<file path="src/source/aluPkg.sv">
package aluPkg;

    // datapath geometry
    localparam int DATA_WIDTH = 32;
    localparam int CHUNK_WIDTH = 8;
    localparam int NUM_CHUNKS = DATA_WIDTH / CHUNK_WIDTH;
    localparam int CHUNK_INDEX_WIDTH = 2;

    // command encoding, one code per operation
    localparam int CMD_WIDTH = 3;
    localparam int NUM_COMMANDS = 8;

    localparam logic [CMD_WIDTH-1:0] CMD_ADD = 3'd0;
    localparam logic [CMD_WIDTH-1:0] CMD_SUB = 3'd1;
    localparam logic [CMD_WIDTH-1:0] CMD_XOR = 3'd2;
    localparam logic [CMD_WIDTH-1:0] CMD_SLT = 3'd3;
    localparam logic [CMD_WIDTH-1:0] CMD_AND = 3'd4;
    localparam logic [CMD_WIDTH-1:0] CMD_NAND = 3'd5;
    localparam logic [CMD_WIDTH-1:0] CMD_NOR = 3'd6;
    localparam logic [CMD_WIDTH-1:0] CMD_OR = 3'd7;

    // sequencer state encoding
    localparam int SEQ_STATE_WIDTH = 2;

    localparam logic [SEQ_STATE_WIDTH-1:0] SEQ_IDLE = 2'd0;
    localparam logic [SEQ_STATE_WIDTH-1:0] SEQ_RUN = 2'd1;
    localparam logic [SEQ_STATE_WIDTH-1:0] SEQ_FINISH = 2'd2;

endpackage

</file>
<file path="src/source/busPkg.sv">
package busPkg;

    localparam int ADDR_WIDTH = 5;
    localparam int RESP_WIDTH = 2;

    // register map
    localparam logic [ADDR_WIDTH-1:0] ADDR_OPERAND_A = 5'h00;
    localparam logic [ADDR_WIDTH-1:0] ADDR_OPERAND_B = 5'h04;
    localparam logic [ADDR_WIDTH-1:0] ADDR_COMMAND = 5'h08;
    localparam logic [ADDR_WIDTH-1:0] ADDR_RESULT = 5'h0C;
    localparam logic [ADDR_WIDTH-1:0] ADDR_STATUS = 5'h10;

    // bit positions inside the status word
    localparam int STATUS_BUSY = 0;
    localparam int STATUS_CARRY = 1;
    localparam int STATUS_ZERO = 2;
    localparam int STATUS_OVERFLOW = 3;

    // AXI response codes
    localparam logic [RESP_WIDTH-1:0] RESP_OKAY = 2'b00;
    localparam logic [RESP_WIDTH-1:0] RESP_SLVERR = 2'b10;

endpackage

</file>
<file path="src/source/aluSlice.sv">
`timescale 1ns/100ps

module aluSlice import aluPkg::*; (
    input  logic [CHUNK_WIDTH-1:0] operandA,
    input  logic [CHUNK_WIDTH-1:0] operandB,
    input  logic [CMD_WIDTH-1:0]   command,
    input  logic                   carryIn,
    output logic [CHUNK_WIDTH-1:0] result,
    output logic                   carryOut
);

    logic [NUM_COMMANDS-1:0] cmdSelect;
    logic [CHUNK_WIDTH:0]    carryBus;
    logic                    invertB;
    logic                    arithSelect;

    // one-hot operation select, one line per command
    assign cmdSelect = NUM_COMMANDS'(1) << command;

    // subtract and set-less-than both run the adder as a - b
    assign invertB = cmdSelect[CMD_SUB] | cmdSelect[CMD_SLT];
    assign arithSelect = cmdSelect[CMD_ADD] | cmdSelect[CMD_SUB] | cmdSelect[CMD_SLT];

    assign carryBus[0] = carryIn;
    assign carryOut = carryBus[CHUNK_WIDTH];

    for (genvar i = 0; i < CHUNK_WIDTH; i++) begin : bitSlices
        logic bEff;
        logic sum;
        logic andBit;
        logic orBit;
        logic xorBit;

        assign bEff = operandB[i] ^ invertB;
        assign sum = operandA[i] ^ bEff ^ carryBus[i];
        assign carryBus[i+1] = (operandA[i] & bEff) | (carryBus[i] & (operandA[i] ^ bEff));

        assign andBit = operandA[i] & operandB[i];
        assign orBit = operandA[i] | operandB[i];
        assign xorBit = operandA[i] ^ operandB[i];

        // only one select line is high, so the terms can simply be ORed
        assign result[i] = (arithSelect & sum)
                         | (cmdSelect[CMD_XOR] & xorBit)
                         | (cmdSelect[CMD_AND] & andBit)
                         | (cmdSelect[CMD_NAND] & ~andBit)
                         | (cmdSelect[CMD_NOR] & ~orBit)
                         | (cmdSelect[CMD_OR] & orBit);
    end

endmodule

</file>
<file path="src/source/chunkCounter.sv">
`timescale 1ns/100ps

module chunkCounter import aluPkg::*; (
    input  logic                         clk,
    input  logic                         arstN,
    input  logic                         clear,
    input  logic                         enable,
    output logic [CHUNK_INDEX_WIDTH-1:0] chunkIndex,
    output logic                         lastChunk
);

    // clear wins over enable so a new operation always starts at chunk 0
    always_ff @(posedge clk or negedge arstN) begin
        if (!arstN) begin
            chunkIndex <= '0;
        end else if (clear) begin
            chunkIndex <= '0;
        end else if (enable) begin
            chunkIndex <= chunkIndex + 1'b1;
        end
    end

    assign lastChunk = (chunkIndex == CHUNK_INDEX_WIDTH'(NUM_CHUNKS - 1));

endmodule

</file>
<file path="src/source/aluSequencer.sv">
`timescale 1ns/100ps

module aluSequencer import aluPkg::*; (
    input  logic clk,
    input  logic arstN,
    input  logic start,
    input  logic lastChunk,
    output logic counterClear,
    output logic counterEnable,
    output logic opStart,
    output logic chunkValid,
    output logic done,
    output logic busy
);

    logic [SEQ_STATE_WIDTH-1:0] state;
    logic [SEQ_STATE_WIDTH-1:0] nextState;

    always_ff @(posedge clk or negedge arstN) begin
        if (!arstN) begin
            state <= SEQ_IDLE;
        end else begin
            state <= nextState;
        end
    end

    always_comb begin
        nextState = state;
        case (state)
            SEQ_IDLE: begin
                if (start) begin
                    nextState = SEQ_RUN;
                end
            end
            SEQ_RUN: begin
                // one cycle per chunk, leave after the top chunk
                if (lastChunk) begin
                    nextState = SEQ_FINISH;
                end
            end
            SEQ_FINISH: nextState = SEQ_IDLE;
            default:    nextState = SEQ_IDLE;
        endcase
    end

    // start is only honoured from idle
    assign opStart = start & (state == SEQ_IDLE);
    assign counterClear = opStart;

    assign counterEnable = (state == SEQ_RUN);
    assign chunkValid = (state == SEQ_RUN);
    assign done = (state == SEQ_FINISH);
    assign busy = (state != SEQ_IDLE);

endmodule

</file>
<file path="src/source/resultAssembler.sv">
`timescale 1ns/100ps

module resultAssembler import aluPkg::*; (
    input  logic                         clk,
    input  logic                         arstN,
    input  logic                         opStart,
    input  logic                         chunkValid,
    input  logic                         finish,
    input  logic [CHUNK_INDEX_WIDTH-1:0] chunkIndex,
    input  logic [CMD_WIDTH-1:0]         command,
    input  logic                         operandSignA,
    input  logic                         operandSignB,
    input  logic [CHUNK_WIDTH-1:0]       sliceResult,
    input  logic                         sliceCarry,
    output logic                         carryToSlice,
    output logic [DATA_WIDTH-1:0]        result,
    output logic                         carry,
    output logic                         zero,
    output logic                         overflow
);

    logic [DATA_WIDTH-1:0] chunkData;
    logic                  carryReg;
    logic                  isAdd;
    logic                  isSub;
    logic                  isSlt;
    logic                  resultSign;
    logic                  addOverflow;
    logic                  subOverflow;
    logic                  sltBit;

    assign isAdd = (command == CMD_ADD);
    assign isSub = (command == CMD_SUB);
    assign isSlt = (command == CMD_SLT);

    // ripple carry held across chunks, seeded with 1 for a - b
    always_ff @(posedge clk or negedge arstN) begin
        if (!arstN) begin
            carryReg <= 1'b0;
        end else if (opStart) begin
            carryReg <= isSub | isSlt;
        end else if (chunkValid) begin
            carryReg <= sliceCarry;
        end
    end

    always_ff @(posedge clk) begin
        if (chunkValid) begin
            chunkData[chunkIndex*CHUNK_WIDTH +: CHUNK_WIDTH] <= sliceResult;
        end
    end

    assign carryToSlice = carryReg;

    // top bit of the top chunk is the sign of the sum or difference
    assign resultSign = chunkData[DATA_WIDTH-1];

    assign addOverflow = (operandSignA == operandSignB) & (resultSign != operandSignA);
    assign subOverflow = (operandSignA != operandSignB) & (resultSign != operandSignA);

    // SLT: sign of a - b corrected by its overflow
    assign sltBit = resultSign ^ subOverflow;

    assign result = isSlt ? DATA_WIDTH'(sltBit) : chunkData;

    // flags only mean something once all chunks are in
    assign carry = finish & (isAdd | isSub | isSlt) & carryReg;
    assign overflow = finish & ((isAdd & addOverflow) | (isSub & subOverflow));
    assign zero = finish & (result == '0);

endmodule

</file>
<file path="src/source/aluRegs.sv">
`timescale 1ns/100ps

module aluRegs import aluPkg::*, busPkg::*; (
    input  logic                         clk,
    input  logic                         arstN,
    // AXI4-Lite slave
    input  logic                         awValid,
    output logic                         awReady,
    input  logic [ADDR_WIDTH-1:0]        awAddr,
    input  logic                         wValid,
    output logic                         wReady,
    input  logic [DATA_WIDTH-1:0]        wData,
    output logic                         bValid,
    input  logic                         bReady,
    output logic [RESP_WIDTH-1:0]        bResp,
    input  logic                         arValid,
    output logic                         arReady,
    input  logic [ADDR_WIDTH-1:0]        arAddr,
    output logic                         rValid,
    input  logic                         rReady,
    output logic [DATA_WIDTH-1:0]        rData,
    output logic [RESP_WIDTH-1:0]        rResp,
    // sequencer and datapath side
    output logic                         start,
    input  logic                         busy,
    input  logic                         done,
    input  logic [CHUNK_INDEX_WIDTH-1:0] chunkIndex,
    output logic [CHUNK_WIDTH-1:0]       operandAChunk,
    output logic [CHUNK_WIDTH-1:0]       operandBChunk,
    output logic                         operandSignA,
    output logic                         operandSignB,
    output logic [CMD_WIDTH-1:0]         command,
    input  logic [DATA_WIDTH-1:0]        result,
    input  logic                         carry,
    input  logic                         zero,
    input  logic                         overflow
);

    logic [DATA_WIDTH-1:0] operandA;
    logic [DATA_WIDTH-1:0] operandB;
    logic [CMD_WIDTH-1:0]  commandReg;
    logic [DATA_WIDTH-1:0] resultReg;
    logic                  carryFlag;
    logic                  zeroFlag;
    logic                  overflowFlag;
    logic [DATA_WIDTH-1:0] statusWord;
    logic                  writeAccept;
    logic                  readAccept;
    logic [DATA_WIDTH-1:0] readData;
    logic [RESP_WIDTH-1:0] readResp;
    logic [RESP_WIDTH-1:0] writeResp;

    // address and data are taken together in one handshake
    assign writeAccept = awReady & awValid & wValid;
    assign readAccept = arReady & arValid;
    assign arReady = ~rValid;

    assign start = writeAccept & (awAddr == ADDR_COMMAND) & ~busy;

    always_comb begin
        case (awAddr)
            ADDR_OPERAND_A: writeResp = RESP_OKAY;
            ADDR_OPERAND_B: writeResp = RESP_OKAY;
            ADDR_COMMAND:   writeResp = busy ? RESP_SLVERR : RESP_OKAY;
            default:        writeResp = RESP_SLVERR;
        endcase
    end

    always_ff @(posedge clk or negedge arstN) begin
        if (!arstN) begin
            awReady <= 1'b0;
            wReady <= 1'b0;
            bValid <= 1'b0;
        end else begin
            awReady <= awValid & wValid & ~awReady & ~bValid;
            wReady <= awValid & wValid & ~awReady & ~bValid;
            if (writeAccept) begin
                bValid <= 1'b1;
            end else if (bReady) begin
                bValid <= 1'b0;
            end
        end
    end

    always_ff @(posedge clk) begin
        if (writeAccept) begin
            bResp <= writeResp;
            if (awAddr == ADDR_OPERAND_A) begin
                operandA <= wData;
            end
            if (awAddr == ADDR_OPERAND_B) begin
                operandB <= wData;
            end
        end
        if (start) begin
            commandReg <= wData[CMD_WIDTH-1:0];
        end
    end

    // the new command is passed straight through in the start cycle
    assign command = start ? wData[CMD_WIDTH-1:0] : commandReg;

    assign operandAChunk = operandA[chunkIndex*CHUNK_WIDTH +: CHUNK_WIDTH];
    assign operandBChunk = operandB[chunkIndex*CHUNK_WIDTH +: CHUNK_WIDTH];
    assign operandSignA = operandA[DATA_WIDTH-1];
    assign operandSignB = operandB[DATA_WIDTH-1];

    // results are captured in the finish cycle
    always_ff @(posedge clk or negedge arstN) begin
        if (!arstN) begin
            resultReg <= '0;
            carryFlag <= 1'b0;
            zeroFlag <= 1'b0;
            overflowFlag <= 1'b0;
        end else if (done) begin
            resultReg <= result;
            carryFlag <= carry;
            zeroFlag <= zero;
            overflowFlag <= overflow;
        end
    end

    always_comb begin
        statusWord = '0;
        statusWord[STATUS_BUSY] = busy;
        statusWord[STATUS_CARRY] = carryFlag;
        statusWord[STATUS_ZERO] = zeroFlag;
        statusWord[STATUS_OVERFLOW] = overflowFlag;
    end

    always_comb begin
        readData = '0;
        readResp = RESP_OKAY;
        case (arAddr)
            ADDR_OPERAND_A: readData = operandA;
            ADDR_OPERAND_B: readData = operandB;
            ADDR_COMMAND:   readData = DATA_WIDTH'(commandReg);
            ADDR_RESULT:    readData = resultReg;
            ADDR_STATUS:    readData = statusWord;
            default:        readResp = RESP_SLVERR;
        endcase
    end

    always_ff @(posedge clk or negedge arstN) begin
        if (!arstN) begin
            rValid <= 1'b0;
        end else if (readAccept) begin
            rValid <= 1'b1;
        end else if (rReady) begin
            rValid <= 1'b0;
        end
    end

    always_ff @(posedge clk) begin
        if (readAccept) begin
            rData <= readData;
            rResp <= readResp;
        end
    end

endmodule

</file>
<file path="src/source/aluTop.sv">
`timescale 1ns/100ps

module aluTop import aluPkg::*, busPkg::*; (
    input  logic                  clk,
    input  logic                  arstN,
    input  logic                  awValid,
    output logic                  awReady,
    input  logic [ADDR_WIDTH-1:0] awAddr,
    input  logic                  wValid,
    output logic                  wReady,
    input  logic [DATA_WIDTH-1:0] wData,
    output logic                  bValid,
    input  logic                  bReady,
    output logic [RESP_WIDTH-1:0] bResp,
    input  logic                  arValid,
    output logic                  arReady,
    input  logic [ADDR_WIDTH-1:0] arAddr,
    output logic                  rValid,
    input  logic                  rReady,
    output logic [DATA_WIDTH-1:0] rData,
    output logic [RESP_WIDTH-1:0] rResp
);

    logic                         start;
    logic                         busy;
    logic                         done;
    logic                         opStart;
    logic                         chunkValid;
    logic                         counterClear;
    logic                         counterEnable;
    logic                         lastChunk;
    logic [CHUNK_INDEX_WIDTH-1:0] chunkIndex;
    logic [CHUNK_WIDTH-1:0]       operandAChunk;
    logic [CHUNK_WIDTH-1:0]       operandBChunk;
    logic                         operandSignA;
    logic                         operandSignB;
    logic [CMD_WIDTH-1:0]         command;
    logic [CHUNK_WIDTH-1:0]       sliceResult;
    logic                         sliceCarry;
    logic                         carryToSlice;
    logic [DATA_WIDTH-1:0]        result;
    logic                         carry;
    logic                         zero;
    logic                         overflow;

    aluRegs regs (
        .clk, .arstN,
        .awValid, .awReady, .awAddr, .wValid, .wReady, .wData,
        .bValid, .bReady, .bResp,
        .arValid, .arReady, .arAddr, .rValid, .rReady, .rData, .rResp,
        .start, .busy, .done, .chunkIndex,
        .operandAChunk, .operandBChunk, .operandSignA, .operandSignB, .command,
        .result, .carry, .zero, .overflow
    );

    aluSequencer sequencer (
        .clk, .arstN, .start, .lastChunk,
        .counterClear, .counterEnable, .opStart, .chunkValid, .done, .busy
    );

    chunkCounter counter (
        .clk, .arstN,
        .clear(counterClear), .enable(counterEnable), .chunkIndex, .lastChunk
    );

    aluSlice slice (
        .operandA(operandAChunk), .operandB(operandBChunk), .command,
        .carryIn(carryToSlice), .result(sliceResult), .carryOut(sliceCarry)
    );

    // the done cycle is the finish step of the assembler
    resultAssembler assembler (
        .clk, .arstN, .opStart, .chunkValid, .finish(done), .chunkIndex, .command,
        .operandSignA, .operandSignB, .sliceResult, .sliceCarry,
        .carryToSlice, .result, .carry, .zero, .overflow
    );

endmodule

</file>
<file path="config.mk">
export PLATFORM = sky130hd
export DESIGN_NAME = aluTop
export DESIGN_NICKNAME = d
export VERILOG_FILES = /design/src/source/aluPkg.sv /design/src/source/busPkg.sv /design/src/source/aluSlice.sv /design/src/source/chunkCounter.sv /design/src/source/aluSequencer.sv /design/src/source/resultAssembler.sv /design/src/source/aluRegs.sv /design/src/source/aluTop.sv
export SDC_FILE = /design/constraint.sdc
export NUM_CORES = 1
export LEC_CHECK = 0
export ABC_AREA = 1
export BUFFER_PORTS_ARGS = -buffer_cell sky130_fd_sc_hd__buf_4
export CELL_PAD_IN_SITES_DETAIL_PLACEMENT = 0
export CELL_PAD_IN_SITES_GLOBAL_PLACEMENT = 2
export CORE_MARGIN = 1
export CORE_UTILIZATION = 41
export CTS_CLUSTER_DIAMETER = 120
export DETAILED_ROUTE_END_ITERATION = 10
export PLACE_DENSITY = 0.95
export SLEW_MARGIN = 10
export SYNTH_ARGS = -nofsm -noshare
export SYNTH_HDL_FRONTEND = slang
export SYNTH_SLANG_ARGS = --single-unit
</file>
<file path="constraint.sdc">
create_clock -name clk -period 14.4 [get_ports clk]
set_input_delay 0 -clock clk [delete_from_list [all_inputs] [get_ports clk]]
set_output_delay 0 -clock clk [all_outputs]
set_load 0.01 [all_outputs]
</file>
==> impl_metrics.env <==
export IMPL_status="finished, final reports clean"
export IMPL_internal_power_w=0.00103
export IMPL_cts_tree="built"
export IMPL_cp_max_fo=35
export IMPL_ys_seq_area_share_pct=58.1
export IMPL_vias=6680
export IMPL_clock_sinks=176
export IMPL_crit_arrival_ns=5.73
export IMPL_fin_crit_sh_pct=37.8
export IMPL_area_growth_pct=22.3
export IMPL_clkTransAtPathRegs_ns=0.07
export IMPL_clockBufferDepth=2
export IMPL_critical_path_max_stage_delay_ns=0.76
export IMPL_post_synth_num_cell_types=48
export IMPL_synth_xor_area_share_pct=0.909
export IMPL_cts_resized=0
export IMPL_setup_viol=0
export IMPL_synth_top_area_cell="edfxtp_1"
export IMPL_root_buffer="clkbuf_16"
export IMPL_drt_total_wl_mm=24.1
export IMPL_crit_chain="inv_1 -> a21oi_1 -> a32oi_1 -> xnor2_1 -> fa_1 -> fa_1 -> fa_1 -> fa_1 -> fa_1 -> fa_1 -> inv_1 -> fa_1 -> fa_1 -> nand3b_1 -> nand2_1 -> inv_2 -> nand3_2 -> nand3_2 -> nor2_1"
export IMPL_synth_ff_type="edfxtp_1"
export IMPL_antenna_found_initial=0
export IMPL_synth_mux_area_share_pct=0
export IMPL_synthArstFlopShare_pct=24.4
export IMPL_route_detailed_drc=0
export IMPL_startpoint_type="flop"
export IMPL_cp_common_cell="fa_1"
export IMPL_p_sw_share_pct=36.2
export IMPL_synth_top_family_by_area="simple AND/OR/NAND/NOR gates"
export IMPL_drive_gt1_share_pct=18.2
export IMPL_avgSynthCellArea_um2=10.3
export IMPL_start_util_pct=42.3
export IMPL_post_cts_setup_buffers=0
export IMPL_synth_area_leaders="edfxtp_1, dfrtp_1, nand2_1"
export IMPL_syn_area_um2=8670
export IMPL_cap_violations=0
export IMPL_synth_top_area_share_pct=45.0
export IMPL_fin_skew_ns=0.0153
export IMPL_syn_inst=843
export IMPL_grt_max_degree=59
export IMPL_die_area_um2=21700
export IMPL_layout_min_cycle_time_ns=5.44
export IMPL_first_pass_iters=5
export IMPL_p_seq_share_pct=36.7
export IMPL_place_congestion=0.842
export IMPL_synth_seq_cells=176
export IMPL_peakVddDrop_uv=90.3
export IMPL_clockPowerShare_pct=29.7
export IMPL_p_sw_w=0.000586
export IMPL_cts_made_buffers=17
export IMPL_p_comb_share_pct=33.5
export IMPL_multi_input_area_um2=3030
export IMPL_slew_violations=0
export IMPL_ys_top_cells_by_count="nand2_1, edfxtp_1, inv_1"
export IMPL_seqCellArea_um2=5040
export IMPL_synth_edf_count=130
export IMPL_tns_ns=0
export IMPL_required_ns=14.70
export IMPL_slew_headroom_pct=30.9
export IMPL_grt_pass1_wl_mm=37.2
export IMPL_cts_htree_levels=4
export IMPL_synth_compound_area_share_pct=9.43
export IMPL_synth_most_common_cell="nand2_1"
export IMPL_max_freq_ghz=0.184
export IMPL_hold_viol=0
export IMPL_initialDrtViolationCount=674
export IMPL_synth_adder_area_share_pct=4.88
export IMPL_worst_pin_slew_ns=1.03
export IMPL_dieHeight_um=147
export IMPL_wl_per_cell_um=19.4
export IMPL_io_buffers=87
export IMPL_antenna_cells=0
export IMPL_cts_hold_buf=45
export IMPL_worstSetupEndpointType="flop"
export IMPL_dpl_cell_count=1169
export IMPL_clk_insertion_delay_late_ns=0.44
export IMPL_rsz0062_at_grt="false"
export IMPL_first_global_vias=6507
export IMPL_p_per_area_nw_per_um2=152
export IMPL_ant_nets=0
export IMPL_power_leakage_nw=4.32
export IMPL_num_rows=52
export IMPL_ios=90
export IMPL_fillers=1813
export IMPL_fp_dieW_um=147
export IMPL_slowest_stage="inv_1"
export IMPL_ys_warn_count=0
export IMPL_hold_class="in -> reg"
export IMPL_dpl_hpwl_mm=17.0
export IMPL_globalRouteOverflowTotal=0
export IMPL_core_area_um2=20500
export IMPL_grt_util_all_layers_pct=23.0
export IMPL_nNetsFinal=1041
export IMPL_yosys_area_share_simple_pct=19.3
export IMPL_fin_cells=1246
export IMPL_path_class="reg -> reg"
export IMPL_viasPerCell=5.36
-- per-stage QoR --
step                area (um2)  setup WS (ns)  hold slack, ns  util [%]  total power (W)
CTS                      10600           9.00          0.0504      51.7          0.00162
finish                   10600           8.96          0.0480      51.7          0.00162
floorplan                 8680           9.44          -0.296         -         0.000960
global route             10600           8.68          0.0891      51.7          0.00171
global placement          9530           9.20          0.0564      46.5          0.00112
detailed placement        9530           9.00          0.0585      46.5          0.00113
-- power groups by stage --
stage / Combinational (W) / Clock [W] / Sequential, W
floorplan: 0.000354 / 0 / 0.000606
global placement: 0.000517 / 0 / 0.000603
detailed placement: 0.000522 / 0 / 0.000605
CTS: 0.000538 / 0.000484 / 0.000594
global route: 0.000607 / 0.000504 / 0.000596
finish: 0.000542 / 0.000481 / 0.000594
-- per-layer routing --
metal	vias up	share of wire (%)	track usage, %
met5	-	0	0
met4	0	2.2	7.06
met3	39	7.6	4.38
met2	297	48	37.2
met1	3232	43	31.3
li1	3112	-	-
-- worst max-delay path: cells and delay by family, from the launching register on --
kind	cells	cell delay [ns]
adder cells (fa/ha/maj)	8	2.94
AND/OR/NAND/NOR	5	0.49
buffers and inverters	3	0.88
AO/OA/AOI/OAI	2	0.44
flip-flops	1	0.42
XOR/XNOR	1	0.14
-- flip-flops by register name (all words and copies together), names as in the netlist, 2 cells and up --
name,cells
regs.resultReg,32
regs.operandB,32
assembler.chunkData,32
regs.operandA,32
regs.rData,32
counter.chunkIndex,2
sequencer.state,2
regs.commandReg,3
-- cells in the final DEF (no fill, tap or decap), types with 3 or more instances in the layout --
| cell type | instances |
|---|---|
| o21ai_0 | 40 |
| o221ai_1 | 4 |
| dlygate4sd3_1 | 45 |
| nand3_2 | 21 |
| nor2_4 | 4 |
| nand3b_1 | 3 |
| fa_1 | 8 |
| buf_4 | 93 |
| ha_1 | 21 |
| nand4_1 | 13 |
| a32oi_1 | 16 |
| o22ai_1 | 3 |
| o41ai_1 | 5 |
| inv_8 | 3 |
| edfxtp_1 | 130 |
| clkbuf_16 | 17 |
| dfxtp_1 | 3 |
| nand2_4 | 5 |
| clkinv_4 | 4 |
| inv_1 | 96 |
| inv_6 | 4 |
| nand3_1 | 45 |
| inv_2 | 12 |
| a31oi_1 | 8 |
| nor2_1 | 49 |
| xnor2_1 | 7 |
| clkinv_1 | 3 |
| dfrtp_1 | 43 |
| nand2_1 | 201 |
| o211ai_1 | 21 |
| a21oi_1 | 19 |
-- worst paths after layout --
path	start	to	slack, ns	depth (start not counted)
setup / recovery	counter.chunkIndex[1]$_DFFE_PN0P_	assembler.chunkData[31]$_DFFE_PP_	8.96	19
hold / removal	awAddr[1]	sequencer.state[0]$_DFFE_PN0P_	0.05	6
setup reg to reg	counter.chunkIndex[1]$_DFFE_PN0P_	assembler.chunkData[31]$_DFFE_PP_	8.96	19
hold reg to reg	regs.bValid$_DFFE_PN0P_	regs.awReady$_DFF_PN0_	0.47	1
max in group asynchronous	arstN	regs.resultReg[1]$_DFFE_PN0P_	13.82	2
min in group asynchronous	arstN	regs.resultReg[20]$_DFFE_PN0P_	0.12	2
-- area by class of cell --
type                       instances  area share [%]
sequential                       176            47.5
tap                              270            3.19
timing repair buffer             138            10.8
multi-input combinational        517            28.5
inverter                         113            4.07
clock inverter                    15            1.84
clock buffer                      17            4.01
-- kinds of logic after synthesis --
| group | after synthesis |
|---|---|
| other | 1 |
| adder cells (fa/ha/maj) | 29 |
| XOR/XNOR | 9 |
| AO/OA/AOI/OAI | 126 |
| buffers and inverters | 151 |
| flip-flops | 176 |
| AND/OR/NAND/NOR | 351 |
Note: power is estimated with default switching activity, not from simulation.
